===== config.mk =====
export PLATFORM = sky130hd
export DESIGN_NAME = rv_core_top
export DESIGN_NICKNAME = d
export VERILOG_FILES = /design/src/hw/rv_pkg.sv /design/src/hw/rv_stage_if.sv /design/src/hw/rv_core_top.sv /design/src/hw/rv_writeback.sv /design/src/hw/rv_memory.sv /design/src/hw/rv_execute.sv /design/src/hw/rv_decode.sv /design/src/hw/rv_fetch.sv
export VERILOG_INCLUDE_DIRS = /design/src /design/src/hw
export SDC_FILE = /design/constraint.sdc
export NUM_CORES = 2
export LEC_CHECK = 0
export BUFFER_PORTS_ARGS = -buffer_cell sky130_fd_sc_hd__buf_2
export CAP_MARGIN = 10
export CORE_MARGIN = 10
export CORE_UTILIZATION = 40
export DETAILED_ROUTE_END_ITERATION = 10
export HOLD_SLACK_MARGIN = 0.1
export PLACE_DENSITY = 0.63
export SKIP_CTS_REPAIR_TIMING = 1
export SYNTH_ARGS = -nofsm -noshare
export SYNTH_HDL_FRONTEND = slang
export SYNTH_SLANG_ARGS = --single-unit

===== constraint.sdc =====
create_clock -name clk -period 8.05 [get_ports clk]
set_input_delay 0.4025 -clock clk [delete_from_list [all_inputs] [get_ports clk]]
set_output_delay 0.4025 -clock clk [all_outputs]
set_load 0.01 [all_outputs]

===== src/hw/rv_cfg.svh =====
`ifndef RV_CFG_SVH
`define RV_CFG_SVH

// ********************
// widths
// ********************
`define RV_XLEN        32       // data word
`define RV_REG_ADDR_W  5        // 32 registers
`define RV_DMEM_ADDR_W 16       // data bus address
`define RV_PC_STEP     32'd4    // one word per instruction

// ********************
// opcodes
// ********************
`define RV_OP_REG      7'b011_0011
`define RV_OP_IMM      7'b001_0011
`define RV_OP_LOAD     7'b000_0011
`define RV_OP_STORE    7'b010_0011
`define RV_OP_SYSTEM   7'b111_0011   // ecall / ebreak

// funct3, alu group
`define RV_F3_ADD_SUB  3'b000
`define RV_F3_XOR      3'b100
`define RV_F3_OR       3'b110
`define RV_F3_AND      3'b111
// funct3, load/store width
`define RV_F3_B        3'b000
`define RV_F3_H        3'b001
`define RV_F3_W        3'b010
`define RV_F3_BU       3'b100
`define RV_F3_HU       3'b101

`endif

===== src/hw/rv_pkg.sv =====
`include "rv_cfg.svh"

package rv_pkg;

    // vectors with a meaning
    typedef logic [`RV_XLEN-1:0]        xlen_t;       // data word
    typedef logic [`RV_XLEN-1:0]        instr_t;      // raw instruction, zero is a bubble
    typedef logic [`RV_REG_ADDR_W-1:0]  reg_addr_t;   // register index
    typedef logic [`RV_DMEM_ADDR_W-1:0] dmem_addr_t;  // data memory address

    // alu function
    typedef enum logic [2:0] {
        alu_add,
        alu_sub,
        alu_and,
        alu_or,
        alu_xor
    } alu_op_e;

    // memory access kind
    typedef enum logic [1:0] {
        mem_none,
        mem_load,
        mem_store
    } mem_op_e;

    // access width and signedness
    typedef enum logic [2:0] {
        w_word,
        w_half,
        w_half_u,
        w_byte,
        w_byte_u
    } width_e;

endpackage


===== src/hw/rv_stage_if.sv =====
`timescale 1ns/1ns

// decode -> execute bundle
interface id_ex_if;
    logic              valid;       // nonzero instruction in stage
    rv_pkg::reg_addr_t rd;
    logic              wb_en;       // writes rd at write-back
    rv_pkg::alu_op_e   alu_op;
    rv_pkg::xlen_t     opnd_a;      // rs1
    rv_pkg::xlen_t     opnd_b;      // rs2 or immediate
    rv_pkg::xlen_t     store_data;  // raw rs2 for stores
    rv_pkg::mem_op_e   mem_op;
    rv_pkg::width_e    width;
    logic              brk;         // ebreak
    logic              fin;         // ecall

    modport src (output valid, rd, wb_en, alu_op, opnd_a, opnd_b, store_data,
                        mem_op, width, brk, fin);
    modport dst (input  valid, rd, wb_en, alu_op, opnd_a, opnd_b, store_data,
                        mem_op, width, brk, fin);
endinterface

// execute -> memory and memory -> write-back
interface stage_if;
    logic              valid;
    rv_pkg::reg_addr_t rd;
    logic              wb_en;
    rv_pkg::xlen_t     result;      // alu result, or load data after memory
    rv_pkg::mem_op_e   mem_op;
    rv_pkg::width_e    width;
    logic              brk;
    logic              fin;

    modport src (output valid, rd, wb_en, result, mem_op, width, brk, fin);
    modport dst (input  valid, rd, wb_en, result, mem_op, width, brk, fin);
endinterface


===== src/hw/rv_core_top.sv =====
`timescale 1ns/1ns

module rv_core_top (
    input  logic               clk,
    input  logic               rst_n,
    input  logic               halt,              // freezes every stage
    output rv_pkg::xlen_t      imem_addr,
    input  rv_pkg::instr_t     imem_data,
    output logic               dmem_read_wrn,
    output rv_pkg::dmem_addr_t dmem_addr,
    output rv_pkg::xlen_t      dmem_wdata,
    input  rv_pkg::xlen_t      dmem_rdata,
    output logic               instr_retired,
    output logic               breakpoint_fired,
    output logic               finish_exec
);

    rv_pkg::instr_t    instr;        // ir, fetch -> decode
    rv_pkg::xlen_t     store_data;   // execute -> memory
    logic              rf_we;        // write-back -> register file
    rv_pkg::reg_addr_t rf_waddr;
    rv_pkg::xlen_t     rf_wdata;

    // stage bundles
    id_ex_if id_ex_i ();
    stage_if ex_mem_i ();
    stage_if mem_wb_i ();

    // ********************
    // stage chain
    // ********************
    rv_fetch rv_fetch_i (
        .clk       (clk),
        .rst_n     (rst_n),
        .halt      (halt),
        .imem_data (imem_data),
        .imem_addr (imem_addr),
        .instr     (instr)
    );

    rv_decode rv_decode_i (
        .clk      (clk),
        .rst_n    (rst_n),
        .halt     (halt),
        .instr    (instr),
        .rf_we    (rf_we),
        .rf_waddr (rf_waddr),
        .rf_wdata (rf_wdata),
        .id_ex    (id_ex_i.src)
    );

    rv_execute rv_execute_i (
        .clk            (clk),
        .rst_n          (rst_n),
        .halt           (halt),
        .id_ex          (id_ex_i.dst),
        .ex_mem         (ex_mem_i.src),
        .store_data_out (store_data)
    );

    rv_memory rv_memory_i (
        .clk           (clk),
        .rst_n         (rst_n),
        .halt          (halt),
        .ex_mem        (ex_mem_i.dst),
        .store_data    (store_data),
        .dmem_read_wrn (dmem_read_wrn),
        .dmem_addr     (dmem_addr),
        .dmem_wdata    (dmem_wdata),
        .dmem_rdata    (dmem_rdata),
        .mem_wb        (mem_wb_i.src)
    );

    rv_writeback rv_writeback_i (
        .mem_wb           (mem_wb_i.dst),
        .rf_we            (rf_we),
        .rf_waddr         (rf_waddr),
        .rf_wdata         (rf_wdata),
        .instr_retired    (instr_retired),
        .breakpoint_fired (breakpoint_fired),
        .finish_exec      (finish_exec)
    );

endmodule


===== src/hw/rv_writeback.sv =====
`timescale 1ns/1ns

module rv_writeback (
    stage_if.dst              mem_wb,
    output logic              rf_we,
    output rv_pkg::reg_addr_t rf_waddr,
    output rv_pkg::xlen_t     rf_wdata,
    output logic              instr_retired,
    output logic              breakpoint_fired,
    output logic              finish_exec
);

    rv_pkg::xlen_t load_ext;
    rv_pkg::xlen_t wb_data;

    // ********************
    // load extension
    // ********************
    always_comb begin
        case (mem_wb.width)
            rv_pkg::w_half:   load_ext = {{16{mem_wb.result[15]}}, mem_wb.result[15:0]};
            rv_pkg::w_half_u: load_ext = {16'd0, mem_wb.result[15:0]};
            rv_pkg::w_byte:   load_ext = {{24{mem_wb.result[7]}}, mem_wb.result[7:0]};
            rv_pkg::w_byte_u: load_ext = {24'd0, mem_wb.result[7:0]};
            default:          load_ext = mem_wb.result;   // lw
        endcase
    end

    // alu results pass untouched
    assign wb_data = (mem_wb.mem_op == rv_pkg::mem_load) ? load_ext : mem_wb.result;

    // register write port, quiet unless wb_en
    assign rf_we    = mem_wb.valid && mem_wb.wb_en;
    assign rf_waddr = rf_we ? mem_wb.rd : '0;
    assign rf_wdata = rf_we ? wb_data : '0;

    // retire flags
    assign instr_retired    = mem_wb.valid;
    assign breakpoint_fired = mem_wb.valid && mem_wb.brk;
    assign finish_exec      = mem_wb.valid && mem_wb.fin;

endmodule


===== src/hw/rv_memory.sv =====
`timescale 1ns/1ns
`include "rv_cfg.svh"

module rv_memory (
    input  logic               clk,
    input  logic               rst_n,
    input  logic               halt,
    stage_if.dst               ex_mem,
    input  rv_pkg::xlen_t      store_data,
    output logic               dmem_read_wrn,   // low for a store
    output rv_pkg::dmem_addr_t dmem_addr,
    output rv_pkg::xlen_t      dmem_wdata,
    input  rv_pkg::xlen_t      dmem_rdata,
    stage_if.src               mem_wb
);

    logic          is_store;
    logic          is_access;
    rv_pkg::xlen_t store_ext;

    assign is_store  = (ex_mem.mem_op == rv_pkg::mem_store);
    assign is_access = (ex_mem.mem_op != rv_pkg::mem_none);

    // ********************
    // data bus drive
    // ********************
    // half and byte go out sign-extended, no byte enables
    always_comb begin
        case (ex_mem.width)
            rv_pkg::w_half, rv_pkg::w_half_u: store_ext = {{16{store_data[15]}}, store_data[15:0]};
            rv_pkg::w_byte, rv_pkg::w_byte_u: store_ext = {{24{store_data[7]}}, store_data[7:0]};
            default:                          store_ext = store_data;
        endcase
    end

    assign dmem_read_wrn = !is_store;
    assign dmem_addr     = is_access ? ex_mem.result[`RV_DMEM_ADDR_W-1:0] : '0;
    assign dmem_wdata    = is_store ? store_ext : '0;   // idle bus is zero

    // ********************
    // memory/write-back register
    // ********************
    always_ff @(posedge clk or negedge rst_n) begin
        if (!rst_n) begin
            mem_wb.valid  <= 1'b0;
            mem_wb.wb_en  <= 1'b0;
            mem_wb.mem_op <= rv_pkg::mem_none;
            mem_wb.width  <= rv_pkg::w_word;
            mem_wb.brk    <= 1'b0;
            mem_wb.fin    <= 1'b0;
        end else if (!halt) begin
            mem_wb.valid  <= ex_mem.valid;
            mem_wb.wb_en  <= ex_mem.wb_en;
            mem_wb.mem_op <= ex_mem.mem_op;
            mem_wb.width  <= ex_mem.width;
            mem_wb.brk    <= ex_mem.brk;
            mem_wb.fin    <= ex_mem.fin;
        end
    end

    always_ff @(posedge clk) begin
        if (!halt) begin
            mem_wb.rd     <= ex_mem.rd;
            mem_wb.result <= (ex_mem.mem_op == rv_pkg::mem_load) ? dmem_rdata   // raw word
                                                                 : ex_mem.result;
        end
    end

endmodule


===== src/hw/rv_execute.sv =====
`timescale 1ns/1ns

module rv_execute (
    input  logic          clk,
    input  logic          rst_n,
    input  logic          halt,
    id_ex_if.dst          id_ex,
    stage_if.src          ex_mem,
    output rv_pkg::xlen_t store_data_out   // raw rs2, aligned with ex_mem
);

    rv_pkg::xlen_t alu_y;

    // ********************
    // alu
    // ********************
    always_comb begin
        case (id_ex.alu_op)
            rv_pkg::alu_add: alu_y = id_ex.opnd_a + id_ex.opnd_b;   // wraps at 32 bits
            rv_pkg::alu_sub: alu_y = id_ex.opnd_a - id_ex.opnd_b;
            rv_pkg::alu_and: alu_y = id_ex.opnd_a & id_ex.opnd_b;
            rv_pkg::alu_or:  alu_y = id_ex.opnd_a | id_ex.opnd_b;
            rv_pkg::alu_xor: alu_y = id_ex.opnd_a ^ id_ex.opnd_b;
            default:         alu_y = '0;
        endcase
    end

    // ********************
    // execute/memory register
    // ********************
    always_ff @(posedge clk or negedge rst_n) begin
        if (!rst_n) begin
            ex_mem.valid  <= 1'b0;
            ex_mem.wb_en  <= 1'b0;
            ex_mem.mem_op <= rv_pkg::mem_none;
            ex_mem.width  <= rv_pkg::w_word;
            ex_mem.brk    <= 1'b0;
            ex_mem.fin    <= 1'b0;
        end else if (!halt) begin
            ex_mem.valid  <= id_ex.valid;
            ex_mem.wb_en  <= id_ex.wb_en;
            ex_mem.mem_op <= id_ex.mem_op;
            ex_mem.width  <= id_ex.width;
            ex_mem.brk    <= id_ex.brk;
            ex_mem.fin    <= id_ex.fin;
        end
    end

    always_ff @(posedge clk) begin
        if (!halt) begin
            ex_mem.rd      <= id_ex.rd;
            ex_mem.result  <= alu_y;              // data address for loads/stores
            store_data_out <= id_ex.store_data;
        end
    end

endmodule


===== src/hw/rv_decode.sv =====
`timescale 1ns/1ns
`include "rv_cfg.svh"

module rv_decode (
    input  logic              clk,
    input  logic              rst_n,
    input  logic              halt,
    input  rv_pkg::instr_t    instr,     // from the ir
    input  logic              rf_we,     // write port, from write-back
    input  rv_pkg::reg_addr_t rf_waddr,
    input  rv_pkg::xlen_t     rf_wdata,
    id_ex_if.src              id_ex
);

    // instruction fields
    logic [6:0]        opcode;
    logic [2:0]        funct3;
    logic [6:0]        funct7;
    rv_pkg::reg_addr_t rd;
    rv_pkg::reg_addr_t rs1;
    rv_pkg::reg_addr_t rs2;
    rv_pkg::xlen_t     imm_i;
    rv_pkg::xlen_t     imm_s;

    // register file
    rv_pkg::xlen_t     regs [2**`RV_REG_ADDR_W];
    rv_pkg::xlen_t     rs1_data;
    rv_pkg::xlen_t     rs2_data;

    // decoded control, before the stage register
    logic              is_reg;
    logic              is_imm;
    logic              is_load;
    logic              is_store;
    logic              is_system;
    rv_pkg::alu_op_e   alu_op_d;
    rv_pkg::mem_op_e   mem_op_d;
    rv_pkg::width_e    width_d;

    // ********************
    // field split
    // ********************
    assign opcode = instr[6:0];
    assign rd     = instr[11:7];
    assign funct3 = instr[14:12];
    assign rs1    = instr[19:15];
    assign rs2    = instr[24:20];
    assign funct7 = instr[31:25];
    assign imm_i  = {{20{instr[31]}}, instr[31:20]};              // sign-extended
    assign imm_s  = {{20{instr[31]}}, instr[31:25], instr[11:7]}; // split store imm

    assign is_reg    = (opcode == `RV_OP_REG);
    assign is_imm    = (opcode == `RV_OP_IMM);
    assign is_load   = (opcode == `RV_OP_LOAD);
    assign is_store  = (opcode == `RV_OP_STORE);
    assign is_system = (opcode == `RV_OP_SYSTEM);

    always_comb begin
        alu_op_d = rv_pkg::alu_add;   // loads and stores compute rs1 + imm
        if (is_reg || is_imm) begin
            case (funct3)
                `RV_F3_ADD_SUB: alu_op_d = (is_reg && funct7[5]) ? rv_pkg::alu_sub
                                                                  : rv_pkg::alu_add;
                `RV_F3_XOR:     alu_op_d = rv_pkg::alu_xor;
                `RV_F3_OR:      alu_op_d = rv_pkg::alu_or;
                `RV_F3_AND:     alu_op_d = rv_pkg::alu_and;
                default:        alu_op_d = rv_pkg::alu_add;   // unsupported, harmless
            endcase
        end
    end

    always_comb begin
        case (funct3)
            `RV_F3_B:  width_d = rv_pkg::w_byte;
            `RV_F3_H:  width_d = rv_pkg::w_half;
            `RV_F3_BU: width_d = rv_pkg::w_byte_u;
            `RV_F3_HU: width_d = rv_pkg::w_half_u;
            default:   width_d = rv_pkg::w_word;   // lw / sw
        endcase
    end

    assign mem_op_d = is_load  ? rv_pkg::mem_load  :
                      is_store ? rv_pkg::mem_store : rv_pkg::mem_none;

    // ********************
    // register file
    // ********************
    always_ff @(posedge clk) begin
        if (!halt && rf_we) begin
            regs[rf_waddr] <= rf_wdata;
        end
    end

    // no write-through, software keeps its distance
    assign rs1_data = (rs1 == '0) ? '0 : regs[rs1];
    assign rs2_data = (rs2 == '0) ? '0 : regs[rs2];

    // ********************
    // decode/execute register
    // ********************
    always_ff @(posedge clk or negedge rst_n) begin
        if (!rst_n) begin
            id_ex.valid  <= 1'b0;
            id_ex.wb_en  <= 1'b0;
            id_ex.mem_op <= rv_pkg::mem_none;
            id_ex.alu_op <= rv_pkg::alu_add;
            id_ex.width  <= rv_pkg::w_word;
            id_ex.brk    <= 1'b0;
            id_ex.fin    <= 1'b0;
        end else if (!halt) begin
            id_ex.valid  <= (instr != '0);                              // bubble check
            id_ex.wb_en  <= (is_reg || is_imm || is_load) && (rd != '0);
            id_ex.mem_op <= mem_op_d;
            id_ex.alu_op <= alu_op_d;
            id_ex.width  <= width_d;
            id_ex.brk    <= is_system && (funct3 == 3'b000) && (imm_i == 32'd1);
            id_ex.fin    <= is_system && (funct3 == 3'b000) && (imm_i == '0);
        end
    end

    // operands and rd
    always_ff @(posedge clk) begin
        if (!halt) begin
            id_ex.rd         <= rd;
            id_ex.opnd_a     <= rs1_data;
            id_ex.opnd_b     <= is_reg ? rs2_data : (is_store ? imm_s : imm_i);
            id_ex.store_data <= rs2_data;
        end
    end

endmodule


===== src/hw/rv_fetch.sv =====
`timescale 1ns/1ns
`include "rv_cfg.svh"

module rv_fetch (
    input  logic           clk,
    input  logic           rst_n,
    input  logic           halt,        // freezes pc and ir
    input  rv_pkg::instr_t imem_data,   // same-cycle answer from imem
    output rv_pkg::xlen_t  imem_addr,
    output rv_pkg::instr_t instr        // instruction register
);

    rv_pkg::xlen_t pc;

    // ********************
    // program counter
    // ********************
    always_ff @(posedge clk or negedge rst_n) begin
        if (!rst_n) begin
            pc <= '0;
        end else if (!halt) begin
            pc <= pc + `RV_PC_STEP;   // straight line, no branches
        end
    end

    assign imem_addr = pc;

    // instruction register, zero word stays a bubble
    always_ff @(posedge clk or negedge rst_n) begin
        if (!rst_n) begin
            instr <= '0;              // start with bubbles
        end else if (!halt) begin
            instr <= imem_data;
        end
    end

endmodule


# ---- After elaboration in Yosys (flattened, before gate mapping)
# Memory sizes are Yosys's and may differ from the RTL's. A register that Yosys moved wholly into a read port is not among the register bits.
# Cells that the tools add are included.
dict set report word_totals {
  ram_bits 1024
  regBits 269
  inputBits 67
  memories 1
  word_cells 106
}
dict set report classes {
  reduce_logical 24
  bitwise_logic 3
  eq_ne 26
  mux 20
  n_addsub 3
}
# memory depth word_bits read_ports rd_ports_with_merged_regs write_ports line
set memory_table {}
lappend memory_table {rv_decode_i.regs 32 32 2 1 1 rv_decode.sv:26} ;# rv_pkg::xlen_t regs [2**`RV_REG_ADDR_W];
# operator count
set op_table {}
lappend op_table {{32-bit 2-to-1 mux} 6}
lappend op_table {{32-bit case mux with 5 select lines} 1}
lappend op_table {{32-bit case mux with 4 select lines} 1}
lappend op_table {{32-bit case mux with 2 select lines} 1}
lappend op_table {{32-bit by 3-bit adder with 32-bit output, second input constant} 1}
lappend op_table {{32-bit adder} 1}
lappend op_table {{32-bit bitwise AND} 1}
lappend op_table {{32-bit by 1-bit == test with 1-bit output, second input constant} 1}
lappend op_table {{32-bit logical NOT} 1}
lappend op_table {{32-bit OR} 1}
lappend op_table {{32-bit nonzero test} 1}
lappend op_table {{32-bit subtractor} 1}
lappend op_table {{32-bit XOR} 1}
lappend op_table {{3-bit case mux with 4 select lines} 2}
lappend op_table {{3-bit == test, second input constant} 7}
lappend op_table {{3-bit by 2-bit == test with 1-bit output, second input constant} 6}
lappend op_table {{16-bit 2-to-1 mux} 1}
lappend op_table {{7-bit by 6-bit == test with 1-bit output, second input constant} 2}
lappend op_table {{3-bit by 1-bit == test with 1-bit output, second input constant} 4}
lappend op_table {{5-bit logical NOT} 2}
lappend op_table {{5-bit 2-to-1 mux} 2}
lappend op_table {{1-bit logical AND} 9}
lappend op_table {{7-bit by 2-bit == test with 1-bit output, second input constant} 1}
lappend op_table {{7-bit by 5-bit == test with 1-bit output, second input constant} 1}
lappend op_table {{other kinds (12)} 21}

# ---- Longest topological paths before layout
dict set report depth {
  depth_word 5
  depth_mapped 19
  depth_no_buf 18
}

# ---- By module
# Synthesis repeated with hierarchy kept, for this count alone.
dict set report unflattened {
  hier_cells 4135
  area_unflattened_um2 64190.3
}
# mod area_each_um2 seq_area_each_um2 instances cells_each
set by_module_without_submodules {}
lappend by_module_without_submodules {rv_decode 51919.8 34082.7 1 2961}
lappend by_module_without_submodules {rv_execute 6734.0 2297.2 1 723}
lappend by_module_without_submodules {rv_fetch 2566.2 1551.5 1 188}
lappend by_module_without_submodules {rv_memory 2432.3 1336.3 1 179}
lappend by_module_without_submodules {rv_writeback 538.0 0.0 1 84}

# ---- Least setup slack after synthesis
# Ideal clock, no wire load.
dict set report synth_path {
  path_kind {input to register}
  startpoint {in halt}
  endpoint {reg rv_decode_i.id_ex.mem_op[1] (netlist name)}
  path_slack_ns 2.646
  path_buffers 1
  setup_ns 0.086
  t_arrival_ns 5.318
  cell_stages 3
  cell_sequence {clkbuf_1 > inv_1 > mux2_2}
}
# item line
set synth_lines {}
lappend synth_lines {{from (decl)} rv_core_top.sv:6} ;# input logic halt,
lappend synth_lines {{to (signal assigned)} rv_decode.sv:105} ;# id_ex.mem_op <= rv_pkg::mem_none;
lappend synth_lines {{to (signal assigned)} rv_decode.sv:113} ;# id_ex.mem_op <= mem_op_d;
lappend synth_lines {{to (decl)} rv_stage_if.sv:18} ;# mem_op, width, brk, fin);
# No word-level cell between the ends.

# ---- Worst setup path after layout
dict set report layout_path {
  startpoint {reg rv_decode_i.id_ex.alu_op[1]}
  endpoint {reg rv_execute_i.ex_mem.result[27] (data pin)}
}
dict set report layout_via {
  elab_chain_len 2
}
# item line
set layout_rtl {}
lappend layout_rtl {{from (decl)} rv_stage_if.sv:17} ;# modport src (output valid, rd, wb_en, alu_op, opnd_a, opnd_b, store_data,
lappend layout_rtl {{from (signal assigned)} rv_decode.sv:106} ;# id_ex.alu_op <= rv_pkg::alu_add;
lappend layout_rtl {{from (signal assigned)} rv_decode.sv:114} ;# id_ex.alu_op <= alu_op_d;
lappend layout_rtl {{3-bit == test (tied with other cells)} rv_execute.sv:18} ;# case (id_ex.alu_op)
lappend layout_rtl {{32-bit case mux with 5 select lines *} rv_execute.sv:18}
lappend layout_rtl {{net rv_execute_i.alu_y[27]} rv_execute.sv:12} ;# rv_pkg::xlen_t alu_y;
lappend layout_rtl {{to (signal assigned)} rv_execute.sv:52} ;# ex_mem.result <= alu_y;
lappend layout_rtl {{to (decl)} rv_stage_if.sv:34} ;# modport src (output valid, rd, wb_en, result, mem_op, width, brk, fin);
# The timed path passes the listed nets; every way through them passes the cells marked *.
# A chain may end at the register's enable or synchronous reset.

==> metrics.cfg <==
[worst_setup_path]
crit_path_end_kind=register
cp.required_ns=8.55
crit_path_start_kind=register
crit_type=register to register
worstPathMaxFanout=16
arrival_ns=5.45

[pwr]
total_power_w=0.0164
ir_drop_uv=176
power_density_nw_per_um2=229
p_leak_nw=23.6

[timing]
layout_min_cycle_time_ns=4.95
fin_skew_ns=0.0306
setup_tns_ns=0
finalSetupViolations=0
period_share_pct=61.5
finalMaxSlewViolations=0
maxSlewHeadroom_pct=15.3
hold_viol_final=0
fmax_mhz=202
rsz0062_at_grt=no
hold_slack_ns=0.138
worst_slew_pin_slew_ns=1.27

[grt]
grt_pass1_wl_mm=261
overflow=0
grt_pass1_vias=36100
grt_max_degree=124
grtUsageTotal_pct=20.5
antenna_found_initial=11

[placed_design]
dp_hpwl_mm=108
place_congestion=0.875
port-buffer-count=148

[drt]
drc=0
wl_mm=182
vias=36500
drtIter0Drc=4610
detail_route.wl_per_cell_um=30.7
ant_nets=0
routed_via_density=6.14
drtPass1Iterations=5

[die]
start_util_pct=40.3
io_pins=151
core_sq_um=156000
die_w_um=417
rows=145
fp.dieH_um=417
dieArea_sq_um=174000

[clock_network]
insertion_delay_ns=0.79
root_buffer=clkbuf_16
clockBufferDepth=3
path_clk_slew_ns=0.06
clkSinkCount=1323
numCtsBuffers=137
cts_tree=done
cts_htree_levels=4

[cells_and_area]
final_core_util_pct=45.7
nets=3938
area_growth_pct=13.5
drive_gt1_share_pct=31.1

[synthesis]
ys_ff_latch=1323
syn_area_sq_um=63000
synth_area_per_cell_sq_um=17.7
yosys_warnings=0
syn-instance-count=3552
synth_cell_types=71
synthArstFlopShare_pct=6.95
ys_seq_area_share_pct=62.4
synthFlopType=edfxtp_1
synth_edf_count=1231

[hold_path]
holdCritPathClass=input port to register

[job]
drv_cap=0

[outcome]
status=finished, final reports clean

stage by stage:
step / setup WS (ns) / instance area (sq um) / instances
finish: 3.10 / 71500 / 5939
detailed placement: 3.16 / 66500 / 5623
CTS: 3.13 / 70700 / 5867
global placement: 3.17 / 66500 / 5623
global route: 2.82 / 71500 / 5938
floorplan: 2.65 / 63000 / 3553
synth_stat cells (26+ instances only):
| library cell | count | area (sq um) |
|---|---|---|
| nor3_1 | 31 | 155 |
| mux2i_1 | 134 | 1340 |
| a22o_1 | 28 | 245 |
| nand2_1 | 100 | 375 |
| mux4_2 | 531 | 12000 |
| nor2_1 | 135 | 507 |
| o21ai_0 | 53 | 265 |
| a21oi_1 | 134 | 671 |
| a221oi_1 | 26 | 228 |
| nand3_1 | 26 | 130 |
| clkbuf_1 | 133 | 499 |
| a211oi_1 | 52 | 390 |
| edfxtp_1 | 1231 | 37000 |
| xnor2_1 | 72 | 631 |
| mux2_2 | 157 | 1770 |
| ha_1 | 97 | 1210 |
| dfrtp_1 | 92 | 2300 |
| nor2b_1 | 52 | 325 |
| buf_2 | 63 | 315 |
| inv_1 | 87 | 327 |
report_power, final:
| group | total, W | internal [W] | switching, W | leakage, nW |
|---|---|---|---|---|
| Combinational | 0.00228 | 0.00102 | 0.00126 | 9.30 |
| Sequential | 0.00798 | 0.00774 | 0.000238 | 12.2 |
| Clock | 0.00611 | 0.00344 | 0.00267 | 2.07 |
| Total | 0.0164 | 0.0122 | 0.00417 | 23.6 |
placed cells by master, fill, tap and decap left out, types with 65 or more instances in the layout:
master	instances
edfxtp_1	1231
mux4_2	531
mux2_2	157
buf_2	146
clkbuf_16	139
mux2i_1	134
a21oi_1	118
nor2_1	101
buf_4	100
nand2_1	98
ha_1	97
inv_1	86
dfrtp_1	81
xnor2_1	71
dlygate4sd3_1	65
final cells by class:
type,count,area (sq um)
fillers,13100,84900
flip-flops and latches,1323,39300
multi-input cells,1902,22700
clock buffers,180,3650
well taps,2058,2570
repair buffers,320,2300
clock inverters,64,597
inverters,89,343
diodes,3,7.51
metal layers:
metal	wire, um	track usage [%]	part of all wire, %	vias up
li1	-	-	-	15100
met1	71300	27.1	39	19200
met2	88700	33.6	49	1810
met3	16300	4.42	8.9	345
met4	6070	6.97	3.3	4
met5	27	0	0.015	-
final timing paths:
path / cells past startpoint / slack, ns / startpoint / end
max: 13 / 3.10 / rv_decode_i.id_ex.alu_op[1]$_DFFE_PN0N_ / rv_execute_i.ex_mem.result[27]$_DFFE_PN_
min: 3 / 0.14 / halt / rv_execute_i.ex_mem.valid$_DFFE_PN0N_
max reg2reg: 13 / 3.10 / rv_decode_i.id_ex.alu_op[1]$_DFFE_PN0N_ / rv_execute_i.ex_mem.result[27]$_DFFE_PN_
min reg2reg: 0 / 0.42 / rv_decode_i.id_ex.store_data[1]$_DFFE_PN_ / rv_execute_i.store_data_out[1]$_DFFE_PN_
max in group asynchronous: 3 / 6.49 / rst_n / rv_fetch_i.instr[20]$_DFFE_PN0N_
min in group asynchronous: 2 / 0.17 / rst_n / rv_decode_i.id_ex.alu_op[0]$_DFFE_PN0N_
kinds of logic after synthesis:
group | share of synthesized area (%)
XOR/XNOR | 1.25
AO/OA/AOI/OAI | 4.83
multiplexers | 23.9
adder cells (fa/ha/maj) | 1.96
buffers and inverters | 2.22
AND/OR/NAND/NOR | 3.44
flip-flops | 62.4
other | 0.00595
critical path, stage by stage, from the launching register on:
cell	delay [ns]
dfrtp_1	0.57
nor2_1	0.57
and2_1	0.65
a21oi_1	0.11
xnor2_1	0.16
ha_1	0.39
nand4_1	0.16
a211oi_1	0.40
nor3b_1	0.19
a211oi_1	0.68
a21boi_0	0.31
o21bai_1	0.24
xnor2_1	0.14
o21ai_0	0.09
state kept, by name, indices dropped and copies added (netlist names), 30 cells and up:
name                          count
rv_decode_i.id_ex.store_data     32
rv_fetch_i.imem_addr             30
rv_memory_i.mem_wb.result        32
rv_decode_i.id_ex.opnd_a         32
rv_execute_i.store_data_out      32
rv_decode_i.id_ex.opnd_b         32
rv_decode_i.regs               1024
rv_execute_i.ex_mem.result       32
rv_fetch_i.instr                 32
Power figures use the tool's default switching activity.
